===== src/samp_stream_pkg.sv =====
// Sample-side stream types; only 32- and 64-bit sample widths have a defined byte step
package samp_stream_pkg;

  //////////////////////////////////////////////////
  // Body words as held in the body buffer
  //////////////////////////////////////////////////

  localparam int unsigned BODY_WIDTH = 64;

  typedef logic [BODY_WIDTH-1:0] body_data_t;

  // Marks the final word of a packet body
  typedef struct packed {
    logic       last;
    body_data_t data;
  } body_word_t;

  // Byte increment of one input sample
  typedef logic [3:0] samp_step_t;

  // Any width other than 64 is taken as 32
  function automatic samp_step_t samp_len_step(input int unsigned width);
    samp_step_t step;
    step = (width == 64) ? 4'd8 : 4'd4;
    return step;
  endfunction

endpackage


===== src/chdr_types_pkg.sv =====
// CHDR format types; the descriptor is 128 bits wide and has_time is bit 2 of the 4-bit flags
package chdr_types_pkg;

  //////////////////////////////////////////////////
  // Field widths of the sideband descriptor
  //////////////////////////////////////////////////

  localparam int unsigned CHDR_FLAGS_W = 4;
  localparam int unsigned CHDR_SEQ_W   = 12;
  localparam int unsigned CHDR_LEN_W   = 16;
  localparam int unsigned CHDR_SID_W   = 32;
  localparam int unsigned CHDR_TIME_W  = 64;

  // Index of the has-time bit inside the flags field
  localparam int unsigned FLAG_HAS_TIME = 2;

  typedef logic [CHDR_FLAGS_W-1:0] chdr_flags_t;
  typedef logic [CHDR_SEQ_W-1:0]   chdr_seq_t;
  typedef logic [CHDR_LEN_W-1:0]   chdr_len_t;
  typedef logic [CHDR_SID_W-1:0]   chdr_sid_t;
  typedef logic [CHDR_TIME_W-1:0]  chdr_time_t;

  // Sideband word and header buffer entry, top bits first
  typedef struct packed {
    chdr_flags_t flags;
    chdr_seq_t   seqnum;
    chdr_len_t   length;
    chdr_sid_t   sid;
    chdr_time_t  timestamp;
  } chdr_desc_t;

  // Output sequencing: header, optional time word, then the body
  typedef enum logic [1:0] {
    ST_IDLE,
    ST_HEAD,
    ST_TIME,
    ST_BODY
  } emit_state_t;

endpackage

===== src/samp_packer.sv =====
// Sample packer for SAMP_WIDTH 32 or 64; lengths are counted in whole samples, no partial words
`timescale 1ns/1ps

module samp_packer #(
  parameter int unsigned SAMP_WIDTH = 32
) (
  input  logic                        i_samp_clk,
  input  logic                        i_pkt_rst,
  input  logic [SAMP_WIDTH-1:0]       i_samp,
  input  chdr_types_pkg::chdr_desc_t  i_desc,
  input  logic                        i_last,
  input  logic                        i_valid,
  output logic                        o_ready,
  output samp_stream_pkg::body_word_t o_body,
  output logic                        o_body_valid,
  input  logic                        i_body_ready,
  output chdr_types_pkg::chdr_desc_t  o_desc,
  output logic                        o_desc_valid,
  input  logic                        i_desc_ready
);

  localparam chdr_types_pkg::chdr_len_t LEN_STEP =
    chdr_types_pkg::chdr_len_t'(samp_stream_pkg::samp_len_step(SAMP_WIDTH));

  logic                      accept;
  chdr_types_pkg::chdr_len_t byte_cnt;

  // Both buffers must take a write before a sample is taken
  assign o_ready = i_body_ready & i_desc_ready;
  assign accept  = i_valid & o_ready;

  //////////////////////////////////////////////////
  // Body word packing
  //////////////////////////////////////////////////

  generate
    if (SAMP_WIDTH == 32) begin : g_pack32
      logic        odd;
      logic [31:0] held_samp;

      // Set while one sample waits for its partner
      always_ff @(posedge i_samp_clk) begin
        if (i_pkt_rst) begin
          odd <= 1'b0;
        end else if (accept) begin
          odd <= i_last ? 1'b0 : ~odd;
        end
      end

      always_ff @(posedge i_samp_clk) begin
        if (accept) begin
          held_samp <= i_samp;
        end
      end

      // Earlier sample on top, lone final sample padded with zero
      assign o_body.data  = odd ? {held_samp, i_samp} : {i_samp, 32'h0};
      assign o_body_valid = accept & (i_last | odd);
    end else begin : g_pack64
      assign o_body.data  = i_samp;
      assign o_body_valid = accept;
    end
  endgenerate

  assign o_body.last = i_last;

  //////////////////////////////////////////////////
  // Payload length count
  //////////////////////////////////////////////////

  // Bytes taken so far in the current packet, not counting this beat
  always_ff @(posedge i_samp_clk) begin
    if (i_pkt_rst) begin
      byte_cnt <= '0;
    end else if (accept) begin
      byte_cnt <= i_last ? '0 : byte_cnt + LEN_STEP;
    end
  end

  always_comb begin
    o_desc        = i_desc;
    o_desc.length = byte_cnt + LEN_STEP;
  end

  assign o_desc_valid = accept & i_last;

endmodule


===== config.mk =====
export PLATFORM = sky130hd
export DESIGN_NAME = samp_packer
export DESIGN_NICKNAME = d
export VERILOG_FILES = /design/src/samp_stream_pkg.sv /design/src/chdr_types_pkg.sv /design/src/samp_packer.sv
export SDC_FILE = /design/constraint.sdc
export NUM_CORES = 1
export LEC_CHECK = 0
export ABC_AREA = 1
export BUFFER_PORTS_ARGS = -buffer_cell sky130_fd_sc_hd__buf_2
export CORE_AREA = 2 2 140 142
export DETAILED_ROUTE_END_ITERATION = 16
export DIE_AREA = 0 0 142 144
export GPL_ROUTABILITY_DRIVEN = 0
export SYNTH_ARGS = -nofsm -noshare
export SYNTH_HDL_FRONTEND = slang
export SYNTH_SLANG_ARGS = --single-unit

===== constraint.sdc =====
create_clock -name i_samp_clk -period 1.65 [get_ports i_samp_clk]
set_input_delay 0.33 -clock i_samp_clk [delete_from_list [all_inputs] [get_ports i_samp_clk]]
set_output_delay 0.33 -clock i_samp_clk [all_outputs]
set_load 0.005 [all_outputs]

# ---- After elaboration in Yosys (flattened, before gate mapping)
# Cells that the tools add are included.
dict set report word_totals {
  ff_bits 49
  input_bits 166
  output_inout_bits 196
  elab_cells 13
}
dict set report classes {
  n_addsub 1
  mux 3
  bitwise_logic 6
}
# cell count
set op_table {}
lappend op_table {{$mux W64} 1}
lappend op_table {{$add A16 B3 Y16 const B} 1}
lappend op_table {{$mux W16} 1}
lappend op_table {{$and A1 B1 Y1} 4}
lappend op_table {{$mux W1} 1}
lappend op_table {{$not A1 Y1} 1}
lappend op_table {{$or A1 B1 Y1} 1}

# ---- Longest topological paths before layout
dict set report logic_depth {
  depth_word 3
  ltp_mapped 9
  ltp_nobuf 8
}

# ---- Worst setup path before layout
# Ideal clock, no wire load.
dict set report synth_timing {
  path_type {in2reg}
  startpoint {in i_body_ready}
  endpoint {reg byte_cnt[14]}
  setup_ns 0.071
  arrival_ns 1.484
  required_time_ns 1.579
  slack_ns 0.095
  stages 9
  n_path_buf 1
  cell_sequence {nand2_1 > inv_2 > nand2_4 > inv_2 > nand2_1 > inv_1 > buf_4 > nand3_1 > a21oi_1}
}
dict set report synth_between {
  elab_chain_len 2
}
# element line
set synth_rtl {}
lappend synth_rtl {{from (decl)} samp_packer.sv:16} ;# input logic i_body_ready,
lappend synth_rtl {{$and A1 B1 Y1} samp_packer.sv:29} ;# assign o_ready = i_body_ready & i_desc_ready;
lappend synth_rtl {{named net o_ready} samp_packer.sv:13} ;# output logic o_ready,
lappend synth_rtl {{$and A1 B1 Y1} samp_packer.sv:30} ;# assign accept = i_valid & o_ready;
lappend synth_rtl {{named net accept} samp_packer.sv:25} ;# logic accept;
lappend synth_rtl {{to (signal assigned)} samp_packer.sv:76} ;# byte_cnt <= i_last ? '0 : byte_cnt + LEN_STEP;
lappend synth_rtl {{to (decl)} samp_packer.sv:26} ;# chdr_types_pkg::chdr_len_t byte_cnt;
# The timed path passes the listed nets, and every way through them passes these cells.
# A chain may end at the register's enable or synchronous reset.

==> run metrics <==
Synth Register Bits 47; port bufs 119; Ys Warns 0; Fill cells 2103; overall power 2.79 mW; Setup crit start kind flip-flop; leak pwr 2.08 nW; vias in the first global route 2218; failing checks setup timing; Initial Utilization 0.177; largest net degree at the start of global routing 42; Power Density 719 nW/µm²; clock sink count 47; DRC 0; layout cells sized above 1 0.414; site row count 51; Clock Latency Late Sink 300 ps; Tmin final 1810 ps; Synth-to-Final Area Change 14.9%; Worst EP required 1320 ps; number of setup violations in the final report 10; clk buf depth 2; root buffer cell clkbuf_16; TNS Setup -808 ps; TritonCTS Buffers 5; CP Capture Type output pin; hold_ws 232 ps; HPWL Detailed 7.76 mm; Clock Skews 5.74 ps; drt total wl 10.4 mm; synthesized netlist cell count 449; DRT iter0 DRCs 82; antenna diode instance count 0; slowest CP cell dfxtp_2; RSZ-0062 raised after global routing true; H-Tree Depth 2; Register Area 1280 µm²; CP top delay family flip-flops; routed vias 2647; DR pass1 iterations 4; number of max-cap violations 0; worst-path cell chain ha_4 -> nand3_4 -> buf_4 -> nor2_4 -> xor2_2 -> buf_2; Hold Crit Class in2reg; part of the cycle the worst path needs 1.09; synthesized area per cell 7.53 µm²; footprint of the multi-input gates 1150 µm²; synthesized cell area 3380 µm²; Antenna Nets Post-Route 0; die height 144 µm; maximum vdd ir drop 335 µV; Final WS setup -155 ps; Netlist cell types 30; DIE WIDTH 142 µm; Clock transition at path regs 70 ps; die area 20400 µm²; worst path arrival time 1480 ps; Fmax 554 MHz; outcome finished, violations left; CTS tree done; initial antenna violation count 0; Via density 3.74; All-Layer GR Usage 0.0928; CP max stage delay 360 ps; CORE AREA 19100 µm²; global-route wire length before repair 13.9 mm; top fanout value on the critical path 2; IO Pins 362; critical setup path kind reg2out; Crit path buffers/inverters 2; final net count 635; final slew viol count 0; register area share after synthesis 0.373; Routed WL per cell 14.6 µm; Final Hold Viols 0; GR Overflow Total 0
## routing by layer
metal,part of all wire,global-route usage,vias to the layer above
met3,0.12,0.0560,40
met2,0.47,0.149,163
li1,-,-,1282
met5,0,0,-
met4,0.052,0.0584,0
met1,0.35,0.0912,1162
## cell families after synthesis
logic type	Yosys count	synth area share
AO/OA/AOI/OAI	17	0.0289
XOR/XNOR	7	0.0226
adder cells (fa/ha/maj)	1	0.00370
buffers and inverters	177	0.327
flip-flops	47	0.373
other	1	0.00111
AND/OR/NAND/NOR	199	0.244
## flip-flops by register name, indices dropped and copies added (netlist names)
register,count
g_pack32.held_samp,32
byte_cnt,14
g_pack32.odd,1
## timing repair
item / 4_1_cts / 5_1_grt
pin swaps: 6 / 12
endpoints found under the setup margin: 10 / 38
hold buffers: 0 / 0
gates resized for setup: 22 / 29
setup buffers: 4 / 7
## power by group
part	internal (mW)	total [mW]	leakage [nW]	switching, mW
logic	0.152	0.357	1.58	0.205
clock network	0.648	1.13	0.0805	0.484
registers	1.29	1.31	0.422	0.0116
total	2.09	2.79	2.08	0.701
## synthesized netlist by cell type (all sizes together)
library cell | count | share of area
a211oi | 2 | 0.0044
a21oi | 14 | 0.022
and2 | 4 | 0.0074
buf | 120 | 0.26
clkbuf | 8 | 0.0089
clkinv | 1 | 0.0011
conb | 1 | 0.0011
dfxtp | 15 | 0.089
edfxtp | 32 | 0.28
ha | 1 | 0.0037
inv | 48 | 0.053
nand2 | 172 | 0.20
nand3 | 9 | 0.016
nand3b | 1 | 0.0022
nand4 | 2 | 0.0037
nor2 | 10 | 0.016
nor3 | 1 | 0.0015
o21ai | 1 | 0.0026
xnor2 | 3 | 0.010
xor2 | 4 | 0.013
## stage by stage
stage	instance area, µm²	worst slack, ps	utilization	instances
detailed placement	3460	62.8	0.181	688
CTS	3720	-150	0.195	700
floorplan	3380	94.7	-	450
global route	3880	-222	0.204	707
finish	3880	-155	0.204	707
global placement	3460	80.8	0.181	688
## worst paths after layout
kind	end	slack [ps]	startpoint	depth (start not counted)
setup / recovery	o_desc[104]	-160	byte_cnt[2]	6
hold / removal	g_pack32.held_samp[14]	230	i_samp[14]	1
setup reg to reg	byte_cnt[8]	340	byte_cnt[2]	7
hold reg to reg	byte_cnt[15]	480	byte_cnt[15]	2
## final cells by class
type,instances,area share
Sequential cell,47,0.331
Multi-Input combinational cell,226,0.296
Timing Repair Buffer,139,0.207
Tap cell,238,0.0767
Inverter,49,0.0480
Clock buffer,7,0.0393
Clock inverter,1,0.00161
## cells in the final DEF (no fill, tap or decap), types with 2 or more instances in the layout
cell / count
dfxtp_2: 7
and2_1: 3
nand4_1: 2
nand3_2: 2
clkbuf_8: 2
nor2_4: 6
buf_6: 5
a211oi_1: 2
nor2_1: 3
inv_2: 5
buf_12: 3
edfxtp_1: 32
a21oi_1: 13
conb_1: 2
inv_1: 43
dfxtp_1: 4
buf_2: 118
nand3_1: 5
nand2_1: 163
dfxtp_4: 4
clkbuf_16: 5
inv_4: 2
nand2_4: 4
xnor2_2: 2
buf_4: 13
xor2_2: 2
nand2_2: 5
nand3_4: 2
xor2_1: 2
(Power assumes the default switching activity.)
