$ cat src/frame_fifo.sv
// Single-clock FIFO of 2**DEPTH_LOG2 entries; read data is unregistered and valid one cycle after write
`timescale 1ns/1ps

module frame_fifo #(
  parameter int unsigned DATA_WIDTH = 64,
  parameter int unsigned DEPTH_LOG2 = 4
) (
  input  logic                  i_samp_clk,
  input  logic                  i_pkt_rst,
  input  logic [DATA_WIDTH-1:0] i_wdata,
  input  logic                  i_wvalid,
  output logic                  o_wready,
  output logic [DATA_WIDTH-1:0] o_rdata,
  output logic                  o_rvalid,
  input  logic                  i_rready
);

  localparam int unsigned DEPTH = 2 ** DEPTH_LOG2;

  logic [DATA_WIDTH-1:0] mem [DEPTH];
  logic [DEPTH_LOG2-1:0] wr_ptr;
  logic [DEPTH_LOG2-1:0] rd_ptr;
  logic [DEPTH_LOG2:0]   count;
  logic                  full;
  logic                  wr_en;
  logic                  rd_en;

  assign full     = (count == (DEPTH_LOG2 + 1)'(DEPTH));
  assign o_rvalid = (count != '0);
  assign o_rdata  = mem[rd_ptr];

  // A full FIFO still takes a word when one leaves in the same cycle
  assign o_wready = ~full | i_rready;
  assign wr_en    = i_wvalid & o_wready;
  assign rd_en    = o_rvalid & i_rready;

  always_ff @(posedge i_samp_clk) begin
    if (wr_en) begin
      mem[wr_ptr] <= i_wdata;
    end
  end

  // Pointers wrap naturally at the power-of-two depth
  always_ff @(posedge i_samp_clk) begin
    if (i_pkt_rst) begin
      wr_ptr <= '0;
      rd_ptr <= '0;
      count  <= '0;
    end else begin
      if (wr_en) begin
        wr_ptr <= wr_ptr + 1'b1;
      end
      if (rd_en) begin
        rd_ptr <= rd_ptr + 1'b1;
      end
      case ({wr_en, rd_en})
        2'b10:   count <= count + 1'b1;
        2'b01:   count <= count - 1'b1;
        default: count <= count;
      endcase
    end
  end

endmodule

$ cat config.mk
export PLATFORM = sky130hd
export DESIGN_NAME = frame_fifo
export DESIGN_NICKNAME = d
export VERILOG_FILES = /design/src/frame_fifo.sv
export SDC_FILE = /design/constraint.sdc
export NUM_CORES = 1
export LEC_CHECK = 0
export ABC_AREA = 1
export BUFFER_PORTS_ARGS = -buffer_cell sky130_fd_sc_hd__buf_2
export CORE_MARGIN = 3
export CORE_UTILIZATION = 50
export CTS_BUF_LIST = sky130_fd_sc_hd__clkbuf_4 sky130_fd_sc_hd__clkbuf_8
export DETAILED_ROUTE_END_ITERATION = 12
export PLACE_DENSITY = 0.71
export RECOVER_POWER = 100
export SLEW_MARGIN = 20
export SYNTH_ARGS = -nofsm -noshare
export SYNTH_HDL_FRONTEND = slang
export SYNTH_SLANG_ARGS = --single-unit
$ cat constraint.sdc
create_clock -name i_samp_clk -period 6.1 [get_ports i_samp_clk]
set_clock_uncertainty 0.1 [all_clocks]
set_input_delay 0.61 -clock i_samp_clk [delete_from_list [all_inputs] [get_ports i_samp_clk]]
set_output_delay 0.61 -clock i_samp_clk [all_outputs]
set_load 0.02 [all_outputs]
-- Word-level counts from Yosys, hierarchy flattened
Memories as Yosys holds them, arrays and structs flattened. A register that Yosys moved wholly into a read port is not among the register bits.
Cells that the tools add are included.
- flip-flop bits (word level): 13
- memory bits (writable): 1024
- input bits: 68
- word-level logic and storage cells: 22
- memories kept: 1
- memory list (name ; depth ; bits a word ; rd ports ; clocked after Yosys merged registers in ; wr ports ; RTL line ; RTL):
    mem ; 16 ; 64 ; 1 ; 1 ; 1 ; 20 ; logic [DATA_WIDTH-1:0] mem [DEPTH];
- add/subtract/negate cells: 4
- eq/ne operators: 3
- mux-type cells: 5
- bitwise logic cells: 4
- reduce and logical (&&, ||, !) cells: 2
- operators with widths (operator ; number):
    5-bit case mux with 2 select lines ; 1
    4-bit by 1-bit adder with 4-bit output, second input constant ; 2
    4-bit 2-to-1 mux ; 2
    5-bit by 1-bit adder with 5-bit output, second input constant ; 1
    5-bit == test, second input constant ; 1
    5-bit nonzero test ; 1
    5-bit by 1-bit subtractor with 5-bit output, second input constant ; 1
    1-bit bitwise AND ; 2
    2-bit by 1-bit == test with 1-bit output, second input constant ; 1
    2-bit == test, second input constant ; 1
    1-bit 2-to-1 mux ; 2
    2-bit nonzero test ; 1
    1-bit NOT ; 1
    1-bit bitwise OR ; 1

-- Logic depth before layout (Yosys ltp)
Gate-level depths: netlist of the first run.
- word-level depth: 6
- mapped depth: 18
- mapped depth without buffers: 17

-- Worst setup path after synthesis of the first run
Ideal clock, no wire load.
- path kind: input -> register
- start: input port i_rready
- end: memory mem[2][0] (enable)
- library setup time: 0.565 ns
- data arrival time: 5.513 ns
- data required time: 5.435 ns
- path slack: -0.078 ns
- stages: 5
- cell sequence: nor2_1 -> nand3_1 -> nand2_1 -> buf_2 -> nor3_1
- word-level cells in the longest chain between the ends: 4
- RTL lines (what ; RTL line ; RTL):
    start, declared ; 15 ; input logic i_rready
    1-bit bitwise OR ; 33 ; assign o_wready = ~full | i_rready;
    via o_wready ; 12 ; output logic o_wready,
    1-bit bitwise AND ; 34 ; assign wr_en = i_wvalid & o_wready;
    1-bit 2-to-1 mux ; 38 ; if (wr_en) begin
    1-bit 2-to-1 mux (implied by the code) ; 39 ; mem[wr_ptr] <= i_wdata;
    end, declared ; 20 ;
The timed path passes the listed nets, and every way through them passes these cells.

-- Worst setup path in the final report of the first run
- start: register count[1]
- end: memory mem[2][21] (enable)
- word-level cells in the longest chain between the ends: 6
- RTL lines (what ; RTL line ; RTL):
    start, declared ; 23 ; logic [DEPTH_LOG2:0] count;
    start signal, assigned ; 57 ; 2'b10: count <= count + 1'b1;
    start signal, assigned ; 58 ; 2'b01: count <= count - 1'b1;
    start signal, assigned ; 59 ; default: count <= count;
    5-bit == test ; 28 ; assign full = (count == (DEPTH_LOG2 + 1)'(DEPTH));
    1-bit NOT ; 33 ;
    1-bit bitwise OR ; 33 ;
    1-bit bitwise AND ; 34 ;
    1-bit 2-to-1 mux ; 38 ;
    1-bit 2-to-1 mux (implied by the code) ; 39 ;
No other way between the ends.

==> flow_metrics.env, run 1 <==
export IMPL_cts_buffers=165
export IMPL_async_flop_share_pct=0
export IMPL_worstHoldPathType="in -> reg"
export IMPL_cts_sinks=1041
export IMPL_drv_slew=948
export IMPL_switching_share_pct=30.78
export IMPL_cts_tree="built"
export IMPL_numPortBuffers=133
export IMPL_required_ps=6300
export IMPL_ios=134
export IMPL_clk_pin_slew_worst_paths_ps=60
export IMPL_min_period_ps=4886
export IMPL_via_per_inst=5.377
export IMPL_drc_errors=0
export IMPL_routed_wl_um=91590
export IMPL_synthTopCellsByArea="edfxtp_1, inv_1, nand3_1, o211ai_1, a21oi_1"
export IMPL_crit_arrival_ps=5090
export IMPL_min_period_over_period_pct=80.10
export IMPL_areaGrowthSynthToFinish_pct=9.783
export IMPL_p_leak_nw=16.49
export IMPL_ys_ff_latch=1041
export IMPL_violations="capacitance limit, slew limit"
export IMPL_nets=3573
export IMPL_rsz0062_at_grt="false"
export IMPL_grt_pass1_wl_um=142100
export IMPL_power_density_nw_per_um2=379.3
export IMPL_grt_usage_pct=20.59
export IMPL_cts_setup_buffers=0
export IMPL_maxCapViolCount=21
export IMPL_setup_violations=0
export IMPL_status="finished, violations left"
export IMPL_min_from="i_wdata[44]"
export IMPL_grt_pass1_vias=24730
export IMPL_synth_distinct_cells=24
export IMPL_power_switching_mw=5.461
export IMPL_die_y_um=297.9
export IMPL_worstSetupStartpoint="count[1]$_SDFFE_PP0P_"
export IMPL_wire_per_inst_um=19.23
export IMPL_antenna_found_initial=4
export IMPL_worst_slew_pin_slew_ps=3951
export IMPL_cts_hold_buf=6
export IMPL_hold_slack_ps=208.3
export IMPL_ys_seq_area_share_pct=72.96
export IMPL_drive_above_1_share_pct=8.301
export IMPL_max_slew_margin_pct=-163.4
export IMPL_ant_nets=0
export IMPL_clock_latency_ps=820
export IMPL_startpoint_type="flip-flop"
export IMPL_finalHoldViolCount=0
export IMPL_slowest_delay_ps=2790
export IMPL_cts_root_buffer="clkbuf_8"
export IMPL_fmax_mhz=204.7
export IMPL_slowest_stage="clkbuf_1"
export IMPL_chipWidth_um=297.9
export IMPL_core_sq_um=84090
export IMPL_drt_initial_drc_count=2489
export IMPL_crit_chain="nor2_1 -> nand3_1 -> nand2_1 -> nor3_1 -> clkbuf_1"
export IMPL_synth_area_sq_um=42610
export IMPL_hold_depth=1
export IMPL_row_count=106
export IMPL_internal_power_mw=12.28
export IMPL_die_area_sq_um=88770
export IMPL_power_frac_clock_pct=31.9
export IMPL_synth_edf_count=1024
export IMPL_power_frac_comb_pct=21.7
export IMPL_htreeDepth=4
export IMPL_grt_max_degree=187
export IMPL_ys_top_cells_by_count="edfxtp_1, inv_1, nand3_1"
export IMPL_gp_congestion=0.7483
export IMPL_dr_pass1_iters=5
export IMPL_cts_resized=0
export IMPL_via_count=25620
export IMPL_start_util_pct=50.68
export IMPL_yosysMostFrequentCell="edfxtp_1"
export IMPL_yosysWarnings=0
export IMPL_synth_top_area_share_pct=72.16
export IMPL_finalPower_mw=17.75
export IMPL_clockBufferDepth=3
export IMPL_postSynthCellCount=3361
export IMPL_synth_net_count=3437
export IMPL_worstSetupEndpointType="flip-flop"
export IMPL_power_frac_seq_pct=46.4
export IMPL_grt_ovfl_total=0
export IMPL_synth_top_cell_by_area="edfxtp_1"
export IMPL_rr_startpoint="count[1]$_SDFFE_PP0P_"
export IMPL_synthFlopType="edfxtp_1"
export IMPL_crit_type="reg -> reg"
export IMPL_rr_worst_depth=5
export IMPL_cp_max_fo=46
export IMPL_dp_hpwl_um=47120
export IMPL_synth_avg_cell_area_sq_um=12.68
export IMPL_vdd_ir_drop_max_mv=0.3198
## sequential cells by signal, summed over array words and instances, names as in the netlist, named ones only
register	cells
count	5
mem	1024
rd_ptr	4
wr_ptr	4
## area by class of cell
class	count	area, sq um
timing repair buffer	183	945.9
tap	1134	1419
multi-input combinational	1571	8132
clock inverter	63	346.6
clock buffer	233	2813
fill	6847	37300
sequential	1041	31100
inverter	535	2016
antenna	4	10.01
## per-stage QoR
stage	setup TNS (ps)	std cells	utilization, %	worst slack, ps	area, sq um
after global routing	0	4762	55.63	919.6	46780
after floorplan	-59480	3361	-	-78.25	42620
after CTS	0	4760	56.04	1986	47120
final	0	4764	55.64	1214	46780
after detailed placement	0	4458	52.21	2669	43900
after global placement	0	4457	52.19	2790	43880
## power groups by stage
stage | Sequential (mW) | Combinational (mW) | Clock, mW
global placement | 8.36 | 3.88 | 0
floorplan | 8.24 | 3.22 | 0
CTS | 8.22 | 3.97 | 5.78
finish | 8.23 | 3.86 | 5.66
global route | 8.25 | 4.35 | 6.11
detailed placement | 8.37 | 3.95 | 0
## metal layers
metal | wire [um] | share of wire, % | global-route usage, %
met5 | 0 | 0 | 0
met4 | 2122 | 2.3 | 6.778
met3 | 5955 | 6.5 | 3.950
met2 | 44640 | 49 | 33.99
met1 | 38870 | 42 | 27.68
## cells in the final DEF, fill, tap and decap left out, types with 10 or more instances in the layout
master	Yosys	final
clkbuf_8	0	170
nor2_1	13	13
clkinv_1	1	43
clkbuf_2	2	10
dfxtp_1	17	13
o21ai_1	67	65
inv_1	533	532
nor3_1	14	14
o211ai_1	256	256
clkbuf_4	0	63
buf_2	79	13
edfxtp_1	1024	1024
nand3_1	395	395
nand2_1	345	345
buf_12	0	10
clkbuf_1	29	136
a21oi_1	268	268
o21ai_0	200	202
## worst paths after layout
path / slack, ps / to
setup reg to reg: 1210 / mem[2][21]$_DFFE_PP_
hold / removal: 210 / mem[11][44]$_DFFE_PP_
setup / recovery: 1210 / mem[2][21]$_DFFE_PP_
hold reg to reg: 390 / flip-flop
## critical path: cells and delay by family (launching register included)
kind	cells	cell delay [ps]
DFF	1	400
and+or+nand+nor	4	1030
buffers and inverters	1	2790
## cell families after synthesis
family | count (synthesis) | share of synthesized area, %
buf+inv | 749 | 7.963
fa+ha+maj | 8 | 0.2349
compound gates | 791 | 10.79
simple gates | 768 | 7.971
flops | 1041 | 72.96
xor+xnor | 4 | 0.08223
Power figures use the tool's default switching activity.
==> inputs of run 2 (changes only) <==
- clock period: 6.1 -> 4.06 ns (I/O delays scaled with it)
==> run 2 against run 1 <==
  * Sequential power rose by 49%
  * Worst setup slack lost 860 ps
  * Non-clock buffer count grew 73
  * Register-to-register slack lost 810 ps
  * Critical path type is now reg -> out
  * First-iteration DRC count rose by 1.4%
  * The flow still finishes with violations (capacitance limit, slew limit)
  * Die area unchanged
==> flow_metrics.env, run 2 (synthesis results as in run 1) <==
export IMPL_grt_max_degree=154
export IMPL_ant_nets=0
export IMPL_maxCapViolCount=8
export IMPL_fmax_mhz=270.1
export IMPL_vdd_ir_drop_max_mv=0.3783
export IMPL_cts_buffers=162
export IMPL_fin_cells=4828
export IMPL_dp_hpwl_um=43780
export IMPL_hold_depth=3
export IMPL_numPortBuffers=133
export IMPL_worst_slew_pin_slew_ps=2574
export IMPL_antenna_found_initial=7
export IMPL_worstHoldPathType="in -> reg"
export IMPL_core_sq_um=84090
export IMPL_switching_share_pct=30.67
export IMPL_hold_end="wr_ptr[2]$_SDFFE_PP0P_"
export IMPL_grt_pass1_vias=24770
export IMPL_rsz0062_at_grt="false"
export IMPL_grt_usage_pct=20.98
export IMPL_placed_cells=4469
export IMPL_chipWidth_um=297.9
export IMPL_required_ps=3550
export IMPL_power_frac_seq_pct=45.9
export IMPL_min_from="i_pkt_rst"
export IMPL_power_density_nw_per_um2=562.4
export IMPL_cp_max_fo=112
export IMPL_power_switching_mw=8.213
export IMPL_areaGrowthSynthToFinish_pct=11.74
export IMPL_fin_util_pct=56.63
export IMPL_worstReg2RegEnd="mem[6][48]$_DFFE_PP_"
export IMPL_reg2reg_slack_ps=400
export IMPL_internal_power_mw=18.57
export IMPL_via_count=26070
export IMPL_cts_root_buffer="clkbuf_8"
export IMPL_start_util_pct=50.68
export IMPL_crit_arrival_ps=3200
export IMPL_drt_initial_drc_count=2524
export IMPL_top_register="mem"
export IMPL_routed_wl_um=93970
export IMPL_dr_pass1_iters=6
export IMPL_row_count=106
export IMPL_ios=134
export IMPL_min_period_ps=3702
export IMPL_gp_congestion=0.7197
export IMPL_final_cell_mix="edfxtp_1, inv_1, nand3_1, nand2_1, a21oi_1"
export IMPL_violations="capacitance limit, slew limit"
export IMPL_clockBufferDepth=3
export IMPL_nets=3643
export IMPL_cts_tree="built"
export IMPL_cts_resized=0
export IMPL_min_period_over_period_pct=91.18
export IMPL_drv_slew=400
export IMPL_drc_errors=0
export IMPL_drive_above_1_share_pct=9.189
export IMPL_setup_violations=0
export IMPL_htreeDepth=4
export IMPL_crit_type="reg -> out"
export IMPL_clk_pin_slew_worst_paths_ps=60
export IMPL_via_per_inst=5.400
export IMPL_cts_sinks=1041
export IMPL_die_area_sq_um=88770
export IMPL_setup_tns_ps=0
export IMPL_final_common_cell="edfxtp_1"
export IMPL_p_leak_nw=16.86
export IMPL_grt_pass1_wl_um=143300
export IMPL_status="finished, violations left"
export IMPL_rr_worst_depth=6
export IMPL_finalHoldViolCount=0
export IMPL_rr_startpoint="count[1]$_SDFFE_PP0P_"
export IMPL_wire_per_inst_um=19.46
export IMPL_nFillCells=6809
export IMPL_worstSetupEndpointType="output pin"
export IMPL_grt_ovfl_total=0
export IMPL_power_frac_clock_pct=31.5
export IMPL_max_slew_margin_pct=-71.61
export IMPL_top_regs="mem (1024), count (5)"
export IMPL_power_frac_comb_pct=22.6
export IMPL_startpoint_type="flip-flop"
export IMPL_clock_latency_ps=800
export IMPL_largest_reg_flops=1024
export IMPL_die_y_um=297.9
==> run 2: changes by cell type in the layout (fill, tap and decap cells not counted), moves of 3 or more <==
cell,delta
buf_12,+5
buf_2,+16
buf_4,+6
clkbuf_1,-25
clkbuf_2,-3
clkbuf_4,+6
clkbuf_8,-4
clkinv_1,-7
clkinv_2,+3
clkinvlp_4,+4
dlygate4sd3_1,+62
inv_6,-3
nor3_1,-4
==> run 2: layout make-up <==
cell class                      count  area (sq um)  area share [%]
Antenna cell                        5         12.51         0.02628
Inverter                          535          2016           4.233
Multi-Input combinational cell   1571          8172           17.16
Timing Repair Buffer              256          1773           3.723
Tap cell                         1134          1419           2.980
Clock buffer                      223          2713           5.697
Sequential cell                  1041         31100           65.32
Clock inverter                     63         410.4          0.8619
==> run 2: worst max path at each step <==
stage | to | from | slack, ps | cells past startpoint
detailed placement | mem[6][48]$_DFFE_PP_ | i_rready | 1360 | 7
floorplan | mem[10][0]$_DFFE_PP_ | count[1]$_SDFFE_PP0P_ | -1930 | 5
CTS | o_rdata[6] | flip-flop | 500 | 8
finish | o_rdata[47] | flip-flop | 360 | 6
global placement | mem[6][48]$_DFFE_PP_ | i_rready | 1380 | 7
global route | o_rdata[47] | flip-flop | 180 | 6
==> run 2: through the flow <==
step	hold slack, ps	instance area, sq um	power (mW)	setup WS (ps)
finish	328.1	47620	26.78	358.2
CTS	281.8	48010	27.05	496.5
global placement	359.4	44210	18.46	1377
global route	313.3	47610	28.16	176.7
detailed placement	357.6	44210	18.59	1361
floorplan	346.8	42620	17.23	-1933
==> run 2: power groups by stage <==
stage / combinational (mW) / sequential (mW) / clock (mW)
floorplan: 4.84 / 12.4 / 0
global placement: 5.97 / 12.5 / 0
detailed placement: 6.09 / 12.5 / 0
CTS: 6.18 / 12.3 / 8.60
global route: 6.77 / 12.3 / 9.08
finish: 6.05 / 12.3 / 8.43
==> run 2: critical path, cell delays in order (launching register included) <==
cell and delay [ps]:
dfxtp_2 1020, buf_12 440, o211ai_1 190, nand3_1 140, nand3_1 90, nand2_1 150
clkbuf_1 250
==> run 2: layer usage <==
layer / up-vias / share of wire [%] / track usage [%]
li1: 12400 / - / -
met1: 12690 / 43 / 28.94
met2: 837 / 48 / 33.84
met3: 135 / 6.9 / 4.533
met4: 4 / 1.6 / 6.041
met5: - / 0.033 / 0
==> run 2: timing repair <==
item,CTS,global route
setup buffers,0,0
endpoints found under the hold margin,1041,0
hold buffers,68,0
