## src/samp_stream_pkg.sv

```systemverilog
// Sample-side stream types; only 32- and 64-bit sample widths have a defined byte step
package samp_stream_pkg;

  //////////////////////////////////////////////////
  // Body words as held in the body buffer
  //////////////////////////////////////////////////

  localparam int unsigned BODY_WIDTH = 64;

  typedef logic [BODY_WIDTH-1:0] body_data_t;

  // Marks the final word of a packet body
  typedef struct packed {
    logic       last;
    body_data_t data;
  } body_word_t;

  // Byte increment of one input sample
  typedef logic [3:0] samp_step_t;

  // Any width other than 64 is taken as 32
  function automatic samp_step_t samp_len_step(input int unsigned width);
    samp_step_t step;
    step = (width == 64) ? 4'd8 : 4'd4;
    return step;
  endfunction

endpackage

```

## src/chdr_types_pkg.sv

```systemverilog
// CHDR format types; the descriptor is 128 bits wide and has_time is bit 2 of the 4-bit flags
package chdr_types_pkg;

  //////////////////////////////////////////////////
  // Field widths of the sideband descriptor
  //////////////////////////////////////////////////

  localparam int unsigned CHDR_FLAGS_W = 4;
  localparam int unsigned CHDR_SEQ_W   = 12;
  localparam int unsigned CHDR_LEN_W   = 16;
  localparam int unsigned CHDR_SID_W   = 32;
  localparam int unsigned CHDR_TIME_W  = 64;

  // Index of the has-time bit inside the flags field
  localparam int unsigned FLAG_HAS_TIME = 2;

  typedef logic [CHDR_FLAGS_W-1:0] chdr_flags_t;
  typedef logic [CHDR_SEQ_W-1:0]   chdr_seq_t;
  typedef logic [CHDR_LEN_W-1:0]   chdr_len_t;
  typedef logic [CHDR_SID_W-1:0]   chdr_sid_t;
  typedef logic [CHDR_TIME_W-1:0]  chdr_time_t;

  // Sideband word and header buffer entry, top bits first
  typedef struct packed {
    chdr_flags_t flags;
    chdr_seq_t   seqnum;
    chdr_len_t   length;
    chdr_sid_t   sid;
    chdr_time_t  timestamp;
  } chdr_desc_t;

  // Output sequencing: header, optional time word, then the body
  typedef enum logic [1:0] {
    ST_IDLE,
    ST_HEAD,
    ST_TIME,
    ST_BODY
  } emit_state_t;

endpackage
```

## src/chdr_emitter.sv

```systemverilog
// CHDR emitter; a packet starts only once its descriptor and first body word are both buffered
`timescale 1ns/1ps

module chdr_emitter #(
  parameter int unsigned USE_SEQ_NUM = 0
) (
  input  logic                        i_samp_clk,
  input  logic                        i_pkt_rst,
  input  chdr_types_pkg::chdr_desc_t  i_desc,
  input  logic                        i_desc_valid,
  output logic                        o_desc_ready,
  input  samp_stream_pkg::body_word_t i_body,
  input  logic                        i_body_valid,
  output logic                        o_body_ready,
  output logic [63:0]                 o_data,
  output logic                        o_last,
  output logic                        o_valid,
  input  logic                        i_ready
);

  chdr_types_pkg::emit_state_t state;
  chdr_types_pkg::emit_state_t state_nxt;
  chdr_types_pkg::chdr_seq_t   seq_cnt;
  chdr_types_pkg::chdr_seq_t   hdr_seq;
  chdr_types_pkg::chdr_len_t   hdr_len;
  logic                        has_time;

  assign has_time = i_desc.flags[chdr_types_pkg::FLAG_HAS_TIME];

  //////////////////////////////////////////////////
  // Packet sequencing FSM
  //////////////////////////////////////////////////

  always_comb begin
    state_nxt = state;
    case (state)
      chdr_types_pkg::ST_IDLE: begin
        if (i_desc_valid & i_body_valid) begin
          state_nxt = chdr_types_pkg::ST_HEAD;
        end
      end
      chdr_types_pkg::ST_HEAD: begin
        if (i_ready) begin
          state_nxt = has_time ? chdr_types_pkg::ST_TIME : chdr_types_pkg::ST_BODY;
        end
      end
      chdr_types_pkg::ST_TIME: begin
        if (i_ready) begin
          state_nxt = chdr_types_pkg::ST_BODY;
        end
      end
      chdr_types_pkg::ST_BODY: begin
        if (i_ready & i_body_valid & i_body.last) begin
          state_nxt = chdr_types_pkg::ST_IDLE;
        end
      end
      default: state_nxt = chdr_types_pkg::ST_IDLE;
    endcase
  end

  always_ff @(posedge i_samp_clk) begin
    if (i_pkt_rst) begin
      state <= chdr_types_pkg::ST_IDLE;
    end else begin
      state <= state_nxt;
    end
  end

  // Internal count, one per packet sent
  always_ff @(posedge i_samp_clk) begin
    if (i_pkt_rst) begin
      seq_cnt <= '0;
    end else if (o_valid & i_ready & o_last) begin
      seq_cnt <= seq_cnt + 1'b1;
    end
  end

  //////////////////////////////////////////////////
  // Output word select
  //////////////////////////////////////////////////

  assign hdr_seq = (USE_SEQ_NUM == 1) ? i_desc.seqnum : seq_cnt;
  // Header adds 8 bytes, the time word another 8
  assign hdr_len = i_desc.length + (has_time ? 16'd16 : 16'd8);

  always_comb begin
    case (state)
      chdr_types_pkg::ST_HEAD: o_data = {i_desc.flags, hdr_seq, hdr_len, i_desc.sid};
      chdr_types_pkg::ST_TIME: o_data = i_desc.timestamp;
      default:                 o_data = i_body.data;
    endcase
  end

  assign o_valid = (state == chdr_types_pkg::ST_HEAD) |
                   (state == chdr_types_pkg::ST_TIME) |
                   ((state == chdr_types_pkg::ST_BODY) & i_body_valid);
  assign o_last  = (state == chdr_types_pkg::ST_BODY) & i_body.last;

  // Descriptor leaves with the last word that needs it
  assign o_desc_ready = i_ready & ((state == chdr_types_pkg::ST_TIME) |
                                   ((state == chdr_types_pkg::ST_HEAD) & ~has_time));
  assign o_body_ready = i_ready & (state == chdr_types_pkg::ST_BODY);

endmodule

```

## config.mk

```make
export PLATFORM = sky130hd
export DESIGN_NAME = chdr_emitter
export DESIGN_NICKNAME = d
export VERILOG_FILES = /design/src/samp_stream_pkg.sv /design/src/chdr_types_pkg.sv /design/src/chdr_emitter.sv
export SDC_FILE = /design/constraint.sdc
export NUM_CORES = 1
export LEC_CHECK = 0
export BUFFER_PORTS_ARGS = -buffer_cell sky130_fd_sc_hd__buf_2
export CORE_AREA = 5 5 100 102
export DETAILED_ROUTE_END_ITERATION = 8
export DIE_AREA = 0 0 105 107
export HOLD_SLACK_MARGIN = 0.12
export SLEW_MARGIN = 5
export SYNTH_ARGS = -nofsm -noshare
export SYNTH_HDL_FRONTEND = slang
export SYNTH_SLANG_ARGS = --single-unit
```

## constraint.sdc

```tcl
create_clock -name i_samp_clk -period 1.85 [get_ports i_samp_clk]
set_input_delay 0.185 -clock i_samp_clk [delete_from_list [all_inputs] [get_ports i_samp_clk]]
set_output_delay 0.185 -clock i_samp_clk [all_outputs]
set_load 0.01 [all_outputs]
```

Yosys cells after proc, flatten, opt, wreduce, memory -nomap -nowiden. Index checks and enable logic that the tools add are counted.

$add $sub $neg: 2. Equality and inequality tests: 7. Mux-type cells: 8. Bitwise logic cells: 14. Reduce and logical (&&, ||, !) cells: 2.

Operators with widths (number): $pmux W64 S2 (1); $add A16 B5 Y16 (1); $add A12 B1 Y12 const B (1); $and A1 B1 Y1 (10); $mux W2 (4); $ne A2 B2 Y1 const B (4); $pmux W2 S4 (1); $mux W5 (1); $eq A2 B2 Y1 const B (2); $reduce_and A4 Y1 (1); $or A1 B1 Y1 (3); $eq A2 B1 Y1 const B (1); $logic_not A2 Y1 (1); $mux W1 (1); $not A1 Y1 (1).

Bits in registers: 14. Bits of input ports: 198. Output and inout bits: 68. Word-level logic and storage cells: 35.

Depth between registers and ports, before layout. Gate-level depths: netlist (run 1).

Depth in word-level cells: 5. Mapped depth: 8. Gate-level depth less buffers: 7.

Least setup slack after synthesis (run 1). OpenSTA, ideal clock, no wires.

Path type: reg2out. Start: register state[0]. End: output port o_data[0]. Arrival time: 1625 ps. Required time: 1665 ps. Slack: 40 ps. Stages on the path, launching flop included: 8. Path buffers: 3. Path through: dfxtp_1 inv_1 ha_1 buf_4 clkbuf_1 clkbuf_1 nor2_1 a21oi_1.

Word-level cells in the longest chain between the ends: 2. Elaborated cells on any way between the ends: 3. Classes of those cells: eq/ne: 2; mux: 1.

RTL lines: start: declaration (line chdr_emitter.sv:21) `chdr_types_pkg::emit_state_t state;`; start signal: assignment (line chdr_emitter.sv:63) `state <= chdr_types_pkg::ST_IDLE;`; start signal: assignment (line chdr_emitter.sv:65) `state <= state_nxt;`; $eq A2 B2 Y1 / $eq A2 B1 Y1 (equally long branches) (line chdr_emitter.sv:87) `case (state)`; $pmux W64 S2 (*) (line chdr_emitter.sv:87); end: declaration (line chdr_emitter.sv:15) `output logic [63:0] o_data,`.

Every way passes the cells marked *; elsewhere a longest branch is shown, timed or not.

Worst setup path in the final report (run 1).
Start: register state[0]. End: output port o_data[38].

The elaborated chain is that of the path after synthesis.

==> summary.md, run 1 <==
| Metric | Value |
|---|---|
| Non-Filler Instances | `712` |
| Leak Pwr | `slightly below 2 nW` |
| DRT Pass-1 Iters | `4` |
| Chip height | `107 um` |
| Clk buf depth | `2` |
| Clk slew on worst S/H paths | `0.06 ns` |
| Count leader, synth | `nor2_1` |
| Crit-path slowest cell | `dfxtp_2` |
| Sw power | `0.00411 W` |
| Synth Flop Type | `dfxtp_1` |
| Nets@finish | `808` |
| Drt initial violations | `249` |
| Final WL | `about 12 mm` |
| Yosys reg bits | `14` |
| Origin of the critical flop-to-flop path | `state[0]` |
| Syn nets | `553` |
| Hold Buf Count CTS | `0` |
| Setup TNS | `0 ns` |
| Worst Path Required | `1.66 ns` |
| Max Cap Viol | `0` |
| Worst setup startpoint | `state[0]` |
| HPWL Detailed | `between 9 and 10 mm` |
| Final period util | `0.986` |
| Total GRT Usage | `0.192` |
| Ant diodes | `0` |
| Placed Cells | `~700` |
| Hold Startpoint | `i_pkt_rst` |
| Final setup viols | `0` |
| Ys async rst share | `0` |
| Crit path largest cell delay | `0.35 ns` |
| Num ports | `266` |
| Worst-skew pair later-pin latency | `about 0.24 ns` |
| Post-Synthesis Cells | `around 350` |
| Worst VDD drop | `866 uV` |
| Standard-cell row count | `35` |
| Clk_skew | `0.000545 ns` |
| CTS sink cnt | `14` |
| Ranking of synthesized cells by area | `a22oi_1 19%, a21oi_1 13%, dfxtp_1 13%` |
| Commonest cells post-synth | `72 x nor2_1, 57 x a21oi_1, 55 x a22oi_1, 20 x clkbuf_1, 20 x nand2_1` |
| Combinational power share | `0.920` |
| DR vias | `3631` |
| Seq pwr share | `0.043` |
| Reg-to-reg slack, setup | `0.12 ns` |
| Root Buffer | `clkbuf_8` |
| Die Wd | `105 um` |
| Crit Path Max Fanout | `8` |
| Final hold violation count | `0` |
| Cell Chain, Critical Path | `inv_4, ha_4, buf_12, buf_12, nand2_8, o221ai_4, buf_6` |
| Pin count of the biggest net entering global routing | `32` |
| Unrepaired setup endpoints after global routing | `yes` |
| Fraction of post-synthesis cell area in the top cell type by area | `0.186` |
| Routed Antenna Nets | `0` |
| Crit path top cell by count | `buf_12` |
| TritonCTS clock tree | `done` |
| Status | `complete, no violations` |
| Final Max Tran Viols | `0` |
| Number of global-route vias before repair | `3566` |
| Die area | `approximately 0.011 sq mm` |
| Worst-Margin Slew | `slightly above 0.3 ns` |
| Final Critical Period | `1.82 ns` |
| Syn Area/Cell | `6.41 sq um` |
| Wire per inst | `17.0 um` |
| Worst Path Arrival | `1.64 ns` |
| Crit. End Element | `output port` |
| Final GP Congestion | `roughly 0.88` |
| # DRC | `0` |
| Initial antenna violation count | `0` |
| Area leader, netlist | `a22oi_1` |
| Critical path type | `reg -> out` |
| Syn-to-layout area delta | `90.4%` |
| CTS Buf Count | `3` |
| Power per cell area | `1900 mW/mm^2` |
| Global-route wire length before repair | `roughly 18 mm` |
| Layout cells sized above 1 | `0.564` |
| Drt via density | `5.10` |
| Max Freq | `0.548 GHz` |
| Yosys warnings | `0` |
| Crit start category | `register` |
| Hold/Removal Path Class | `in -> reg` |
| Clock power frac | `0.037` |
| Worst slew margin | `0.796` |
| FILL cells | `928` |
| Post-synth EDFFs | `0` |
| Mapped cell area | `0.00222 sq mm` |
| H-tree levels | `1` |
| I/O Buffers | `253` |
| Register area share after synthesis | `0.126` |
| Remaining Overflow, GRT | `0` |
| Switching part of the total | `0.510` |
| Distinct cells, synth | `41` |
| Core Area | `0.00902 sq mm` |
| P_int | `roughly 0.0039 W` |
| Starting Density | `0.247` |
[repair_timing]
item | CTS | global route
endpoints found under the setup margin | 52 | 52
gates cloned | 4 | 0
pin swaps | 6 | 7
buffers inserted | 7 | 1
resized for setup | 32 | 35
[routing by layer]
metal	GRT usage	share of wire
met5	0	0
met4	0.0329	0.0085
met3	0.0397	0.088
met2	0.344	0.51
met1	0.241	0.39
[state kept, by name (all words and copies together), names as in the netlist]
register	flops
hdr_seq	12
state	2
[per-stage QoR]
stage                     total power [W]  setup WS, ns  utilization  cell area (sq um)  hold slack (ns)
after floorplan                   0.00370        0.0401            -               2220            0.254
after global placement            0.00621       -0.0900        0.414               3740            0.479
after detailed placement          0.00626        -0.141        0.414               3740            0.487
after CTS                         0.00794       -0.0204        0.456               4120            0.290
after global routing              0.00863       -0.0465        0.469               4240            0.292
final                             0.00806        0.0257        0.469               4240            0.290
[logic make-up after synthesis]
kind of cell | Yosys count | share of synthesized area
AO/OA/AOI/OAI | 138 | 0.394
AND/OR/NAND/NOR | 127 | 0.277
buffers and inverters | 40 | 0.0748
XOR/XNOR | 18 | 0.0709
flip-flops | 14 | 0.126
adder cells (fa/ha/maj) | 8 | 0.0484
multiplexers | 2 | 0.00900
[path summary, 6_finish.rpt]
| path | cells past startpoint | endpoint |
|---|---|---|
| setup / recovery | 7 | o_data[38] |
| hold / removal | 2 | hdr_seq[8] |
| setup reg to reg | 7 | hdr_seq[10] |
| hold reg to reg | 2 | hdr_seq[11] |
[power by group through the flow]
stage / registers [W] / clock network [W] / logic, W
CTS: 0.000342 / 0.000305 / 0.00729
finish: 0.000346 / 0.000296 / 0.00742
global route: 0.000347 / 0.000321 / 0.00796
global placement: 0.000340 / 0 / 0.00587
detailed placement: 0.000341 / 0 / 0.00592
floorplan: 0.000348 / 0 / 0.00336
[cell usage in the layout, fill, tap and decap left out, types with 7 or more instances in the layout]
cell type / instances
buf_2: 250
xnor2_1: 11
a22oi_1: 55
a21oi_2: 14
dfxtp_1: 12
buf_4: 12
nand3_1: 7
o21ai_1: 7
nor2_1: 68
buf_6: 7
buf_12: 7
a21oi_1: 43
nand2_1: 18
[critical path, delay by kind of cell, from the launching register on]
family,cells,cell delay [ns]
compound gates,1,0.16
buf+inv,4,0.47
flops,1,0.35
simple gates,1,0.07
fa+ha+maj,1,0.34
[layout make-up]
class	count	area [sq um]	area share
clock buffer	4	55.1	0.0130
inverter	9	36.3	0.00857
multi-input combinational	293	2020	0.477
sequential	14	283	0.0668
tap	111	139	0.0328
timing repair buffer	281	1700	0.402
Power figures use the tool's default switching activity.
==> run 2, diff against run 1 <==
Settings changed: CORE_AREA 5 5 100 102 to 2 2 103 105.
==> summary.md, run 2 (synthesis results as in run 1) <==
| Metric | Value |
|---|---|
| Initial antenna violation count | `0` |
| Drt via density | `4.98` |
| Clk slew on worst S/H paths | `around 0.06 ns` |
| Standard-cell row count | `37` |
| Crit. End Element | `output port` |
| HPWL Detailed | `8.01 mm` |
| Worst Path Arrival | `1.68 ns` |
| Placed instance area | `0.00371 sq mm` |
| Switching part of the total | `0.508` |
| Final GP Congestion | `0.778` |
| P_int | `0.00428 W` |
| Final Max Tran Viols | `0` |
| Origin of the critical flop-to-flop path | `state[0]` |
| Violations in the final reports | `negative setup slack` |
| Layout cells sized above 1 | `0.604` |
| R2r endpoint | `hdr_seq[6]` |
| CTS sink cnt | `14` |
| Crit start category | `input port` |
| Power per cell area | `between 1500 and 2000 mW/mm^2` |
| Routed Antenna Nets | `0` |
| Syn-to-layout area delta | `98.5%` |
| I/O Buffers | `253` |
| Reg-to-reg slack, setup | `0.09 ns` |
| Clk buf depth | `2` |
| Worst-Margin Slew | `0.372 ns` |
| Wire per inst | `16.3 um` |
| Global-route wire length before repair | `14.8 mm` |
| Die area | `0.0112 sq mm` |
| Leak Pwr | `a little over 2 nW` |
| Final setup viols | `2` |
| Final hold violation count | `0` |
| Placement Setup Slack | `-0.0957 ns` |
| Final Critical Period | `roughly 1.9 ns` |
| # DRC | `0` |
| Reg2Reg Depth | `9` |
| Final period util | `1.01` |
| Max FFs per register | `12` |
| Total GRT Usage | `0.156` |
| Critical Path Sink | `o_data[44]` |
| TritonCTS clock tree | `done` |
| Num ports | `266` |
| Remaining Overflow, GRT | `0` |
| Status | `finished with violations` |
| Core Area | `0.0101 sq mm` |
| Hold/Removal Path Class | `in -> reg` |
| Worst setup startpoint | `i_desc[126]` |
| H-tree levels | `1` |
| Die Wd | `roughly 110 um` |
| Unrepaired setup endpoints after global routing | `yes` |
| Crit-path slowest cell | `o31a_1` |
| Most common cell after layout, fill and taps aside | `buf_2` |
| Starting Density | `0.220` |
| Crit path largest cell delay | `0.29 ns` |
| Nets@finish | `between 800 and 900` |
| CTS Buf Count | `3` |
| Worst-skew pair later-pin latency | `approximately 0.25 ns` |
| Seq pwr share | `0.040` |
| Drt initial violations | `227` |
| Critical path type | `in -> out` |
| Max Cap Viol | `0` |
| Final WL | `between 10 and 15 mm` |
| Cell Chain, Critical Path | `buf_2, buf_4, ha_1, a21oi_1, buf_4, o31a_1, o21ai_1, a31oi_1, buf_2` |
| Clk_skew | `0.00261 ns` |
| Combinational power share | `0.925` |
| Post-layout util | `0.438` |
| DR vias | `3692` |
| Chip height | `107 um` |
| Root Buffer | `clkbuf_8` |
| Number of global-route vias before repair | `3196` |
| Sw power | `0.00441 W` |
| Clock power frac | `0.035` |
| Setup ws final | `-0.0135 ns` |
| Final Cell Area | `approximately 0.0044 sq mm` |
| Most frequent cells in the layout | `252 x buf_2, 52 x a22oi_1, 44 x nor2_1` |
| DRT Pass-1 Iters | `5` |
| Worst Path Required | `1.66 ns` |
| Pin count of the biggest net entering global routing | `64` |
| Worst VDD drop | `894 uV` |
| Worst slew margin | `0.752` |
| Max Freq | `0.537 GHz` |
| Crit Path Max Fanout | `6` |
| Setup TNS | `-0.0195 ns` |
| Ant diodes | `0` |
## run 2: worst min-delay path by stage
stage | start | endpoint | slack (ns) | cells after the start
finish | i_pkt_rst | hdr_seq[9] | 0.29 | 2
global route | i_pkt_rst | hdr_seq[9] | 0.29 | 2
CTS | i_pkt_rst | hdr_seq[9] | 0.28 | 2
detailed placement | hdr_seq[11] | hdr_seq[11] | 0.48 | 2
global placement | hdr_seq[11] | hdr_seq[11] | 0.48 | 2
floorplan | i_pkt_rst | hdr_seq[3] | 0.25 | 1
## run 2: critical path, delay by kind of cell
| family | cells | cell delay, ns |
|---|---|---|
| compound gates | 4 | 0.66 |
| buf+inv | 4 | 0.57 |
| fa+ha+maj | 1 | 0.27 |
## run 2: power groups by stage
stage | Sequential (W) | Combinational [W] | Clock [W]
after floorplan | 0.000348 | 0.00336 | 0
after global placement | 0.000340 | 0.00558 | 0
after detailed placement | 0.000341 | 0.00564 | 0
after CTS | 0.000336 | 0.00576 | 0.000309
after global routing | 0.000349 | 0.00861 | 0.000322
final | 0.000346 | 0.00803 | 0.000304
## run 2: per-layer routing
| metal | vias to the layer above | global-route usage | share of wire |
|---|---|---|---|
| li1 | 1789 | - | - |
| met1 | 1728 | 0.189 | 0.39 |
| met2 | 169 | 0.292 | 0.53 |
| met3 | 6 | 0.0280 | 0.070 |
| met4 | 0 | 0.0257 | 0.0055 |
| met5 | - | 0 | 0 |
## run 2: layout make-up
| type | instances | area (sq um) |
|---|---|---|
| Clock buffer | 4 | 55.1 |
| Fill cell | 1061 | 5680 |
| Inverter | 9 | 36.3 |
| Multi-Input combinational cell | 293 | 2070 |
| Sequential cell | 14 | 283 |
| Tap cell | 136 | 170 |
| Timing Repair Buffer | 286 | 1800 |
## run 2: repair_timing
| item | 4_1_cts | 5_1_grt |
|---|---|---|
| endpoints found under the setup margin | 49 | 65 |
| buffers inserted | 0 | 9 |
| cloned | 0 | 10 |
| pin swaps | 0 | 6 |
| gates resized for setup | 8 | 86 |
| hold buffers | 0 | 0 |
## run 2: stage by stage
stage,power (W),std cells,hold slack (ns)
floorplan,0.00370,347,0.254
global placement,0.00592,719,0.476
detailed placement,0.00598,719,0.484
CTS,0.00641,723,0.284
global route,0.00928,742,0.293
finish,0.00868,742,0.288
==> run 3, diff against run 2 <==
Settings changed: BUFFER_PORTS_ARGS -buffer_cell sky130_fd_sc_hd__buf_2 to unset, CORE_AREA 2 2 103 105 to 2 2 104 106, DIE_AREA 0 0 105 107 to 0 0 106 108, DONT_BUFFER_PORTS set to 1.
==> summary.md, run 3 (synthesis results as in run 1) <==
| Metric | Value |
|---|---|
| Status | `complete, no violations` |
| Die Wd | `106 um` |
| Worst slew margin | `0.600` |
| Final period util | `0.990` |
| Num ports | `266` |
| Routed Antenna Nets | `0` |
| Final GP Congestion | `0.798` |
| Standard-cell row count | `37` |
| Crit. End Element | `output port` |
| H-tree levels | `1` |
| Starting Density | `0.217` |
| Max FFs per register | `12` |
| Ant diodes | `0` |
| Final hold violation count | `0` |
| Most frequent cells in the layout | `53 x nor2_1, 46 x a22oi_1, 45 x a21oi_2` |
| Crit Path Max Fanout | `9` |
| DRT Pass-1 Iters | `4` |
| I/O Buffers | `0` |
| Max Cap Viol | `0` |
| Combinational power share | `0.922` |
| Remaining Overflow, GRT | `0` |
| Pin count of the biggest net entering global routing | `36` |
| Final WL | `11.4 mm` |
| Max Freq | `0.546 GHz` |
| Clk_skew | `0.00353 ns` |
| Clock power frac | `0.036` |
| Worst Path Arrival | `about 1.7 ns` |
| Core Area | `slightly above 0.01 sq mm` |
| Initial antenna violation count | `0` |
| Crit start category | `register` |
| Power per cell area | `2460 mW/mm^2` |
| Total GRT Usage | `0.156` |
| Worst VDD drop | `1160 uV` |
| Most common cell after layout, fill and taps aside | `nor2_1` |
| # DRC | `0` |
| Layout cells sized above 1 | `0.432` |
| Sw power | `0.00446 W` |
| Setup ws final | `0.0189 ns` |
| Leak Pwr | `1.17 nW` |
| Switching part of the total | `0.529` |
| Worst Path Required | `1.66 ns` |
| Root Buffer | `clkbuf_8` |
| Wire per inst | `22.1 um` |
| Placed Cells | `493` |
| Final setup viols | `0` |
| Die area | `0.0114 sq mm` |
| Worst-skew pair later-pin latency | `around 0.24 ns` |
| Worst-Margin Slew | `approximately 0.6 ns` |
| Placement Setup Slack | `-0.0358 ns` |
| Clk slew on worst S/H paths | `around 0.06 ns` |
| Nets@finish | `just under 600` |
| Syn-to-layout area delta | `54.1%` |
| Global-route wire length before repair | `13.7 mm` |
| Final Max Tran Viols | `0` |
| HPWL Detailed | `7.68 mm` |
| Drt initial violations | `227` |
| Seq pwr share | `0.042` |
| Final Critical Period | `between 1.5 and 2 ns` |
| FILL cells | `1058` |
| TritonCTS clock tree | `done` |
| Number of global-route vias before repair | `2381` |
| DR vias | `2873` |
| Clk buf depth | `2` |
| Drt via density | `5.60` |
| P_int | `between 0.003 and 0.004 W` |
| Unrepaired setup endpoints after global routing | `yes` |
| Hold/Removal Path Class | `in -> reg` |
| CTS Buf Count | `3` |
| CTS sink cnt | `14` |
| Non-Filler Instances | `513` |
| Chip height | `around 110 um` |
| Critical path type | `reg -> out` |
-- run 3: cell types whose count changed in the layout (fill, tap and decap cells not counted), moves of 6 or more --
cell | previous run | this run
buf_4 | 10 | 37
a21oi_2 | 17 | 45
buf_2 | 252 | 0
a22oi_1 | 52 | 46
nor2_1 | 44 | 53
nor2_2 | 22 | 15
a22oi_2 | 3 | 9
a21oi_1 | 40 | 12
-- run 3: worst paths after layout --
path / startpoint / end / slack (ns) / depth (start not counted)
setup / recovery: state[1] / o_data[51] / 0.02 / 7
hold reg to reg: hdr_seq[11] / hdr_seq[11] / 0.50 / 2
setup reg to reg: state[1] / hdr_seq[7] / 0.06 / 8
hold / removal: i_body_valid / state[0] / 0.25 / 4
-- run 3: area by class of cell --
cell class                      count  area, sq um  share of cell area
Timing Repair Buffer               57          697               0.203
Tap cell                          136          170              0.0496
Multi-Input combinational cell    293         2180               0.637
Sequential cell                    14          285              0.0832
Inverter                            9         36.3              0.0106
Clock buffer                        4         55.1              0.0161
-- run 3: what timing repair did --
action / 4_1_cts / 5_1_grt
cloned: 3 / 6
endpoints found under the setup margin: 61 / 61
resized for setup: 35 / 85
endpoints found under the hold margin: 14 / 0
hold buffers: 1 / 0
buffers inserted: 4 / 5
pin swaps: 1 / 4
-- run 3: critical path, cell delays in order (launching register included) --
cell,delay (ns)
dfxtp_4,0.37
inv_4,0.05
ha_4,0.33
buf_12,0.18
clkbuf_16,0.17
nor2_2,0.04
a21oi_1,0.11
buf_4,0.14
-- run 3: routing by layer --
metal  part of all wire  wire (um)  vias up  global-route usage
met5                  0          0        -                   0
met4             0.0093        106        0              0.0338
met3              0.060        685       10              0.0157
met2               0.52       5860      166               0.280
met1               0.41       4700     1372               0.203
li1                   -          -     1325                   -
-- run 3: stage by stage --
stage          hold WS (ns)  instance area (sq um)   util  power [W]  TNS [ns]
2_1_floorplan         0.254                   2220      -    0.00370         0
3_3_place_gp          0.258                   2660  0.260    0.00552         0
3_5_place_dp          0.261                   2660  0.260    0.00560   -0.0703
4_1_cts               0.249                   2990  0.293    0.00709  -0.00610
5_1_grt               0.272                   3430  0.335    0.00893    -0.471
6_report              0.254                   3430  0.335    0.00844         0
-- run 3: power groups by stage --
stage / Sequential [W] / Clock [W] / Combinational, W
finish: 0.000354 / 0.000303 / 0.00778
global route: 0.000358 / 0.000333 / 0.00824
CTS: 0.000345 / 0.000314 / 0.00643
detailed placement: 0.000347 / 0 / 0.00526
global placement: 0.000344 / 0 / 0.00517
floorplan: 0.000348 / 0 / 0.00336
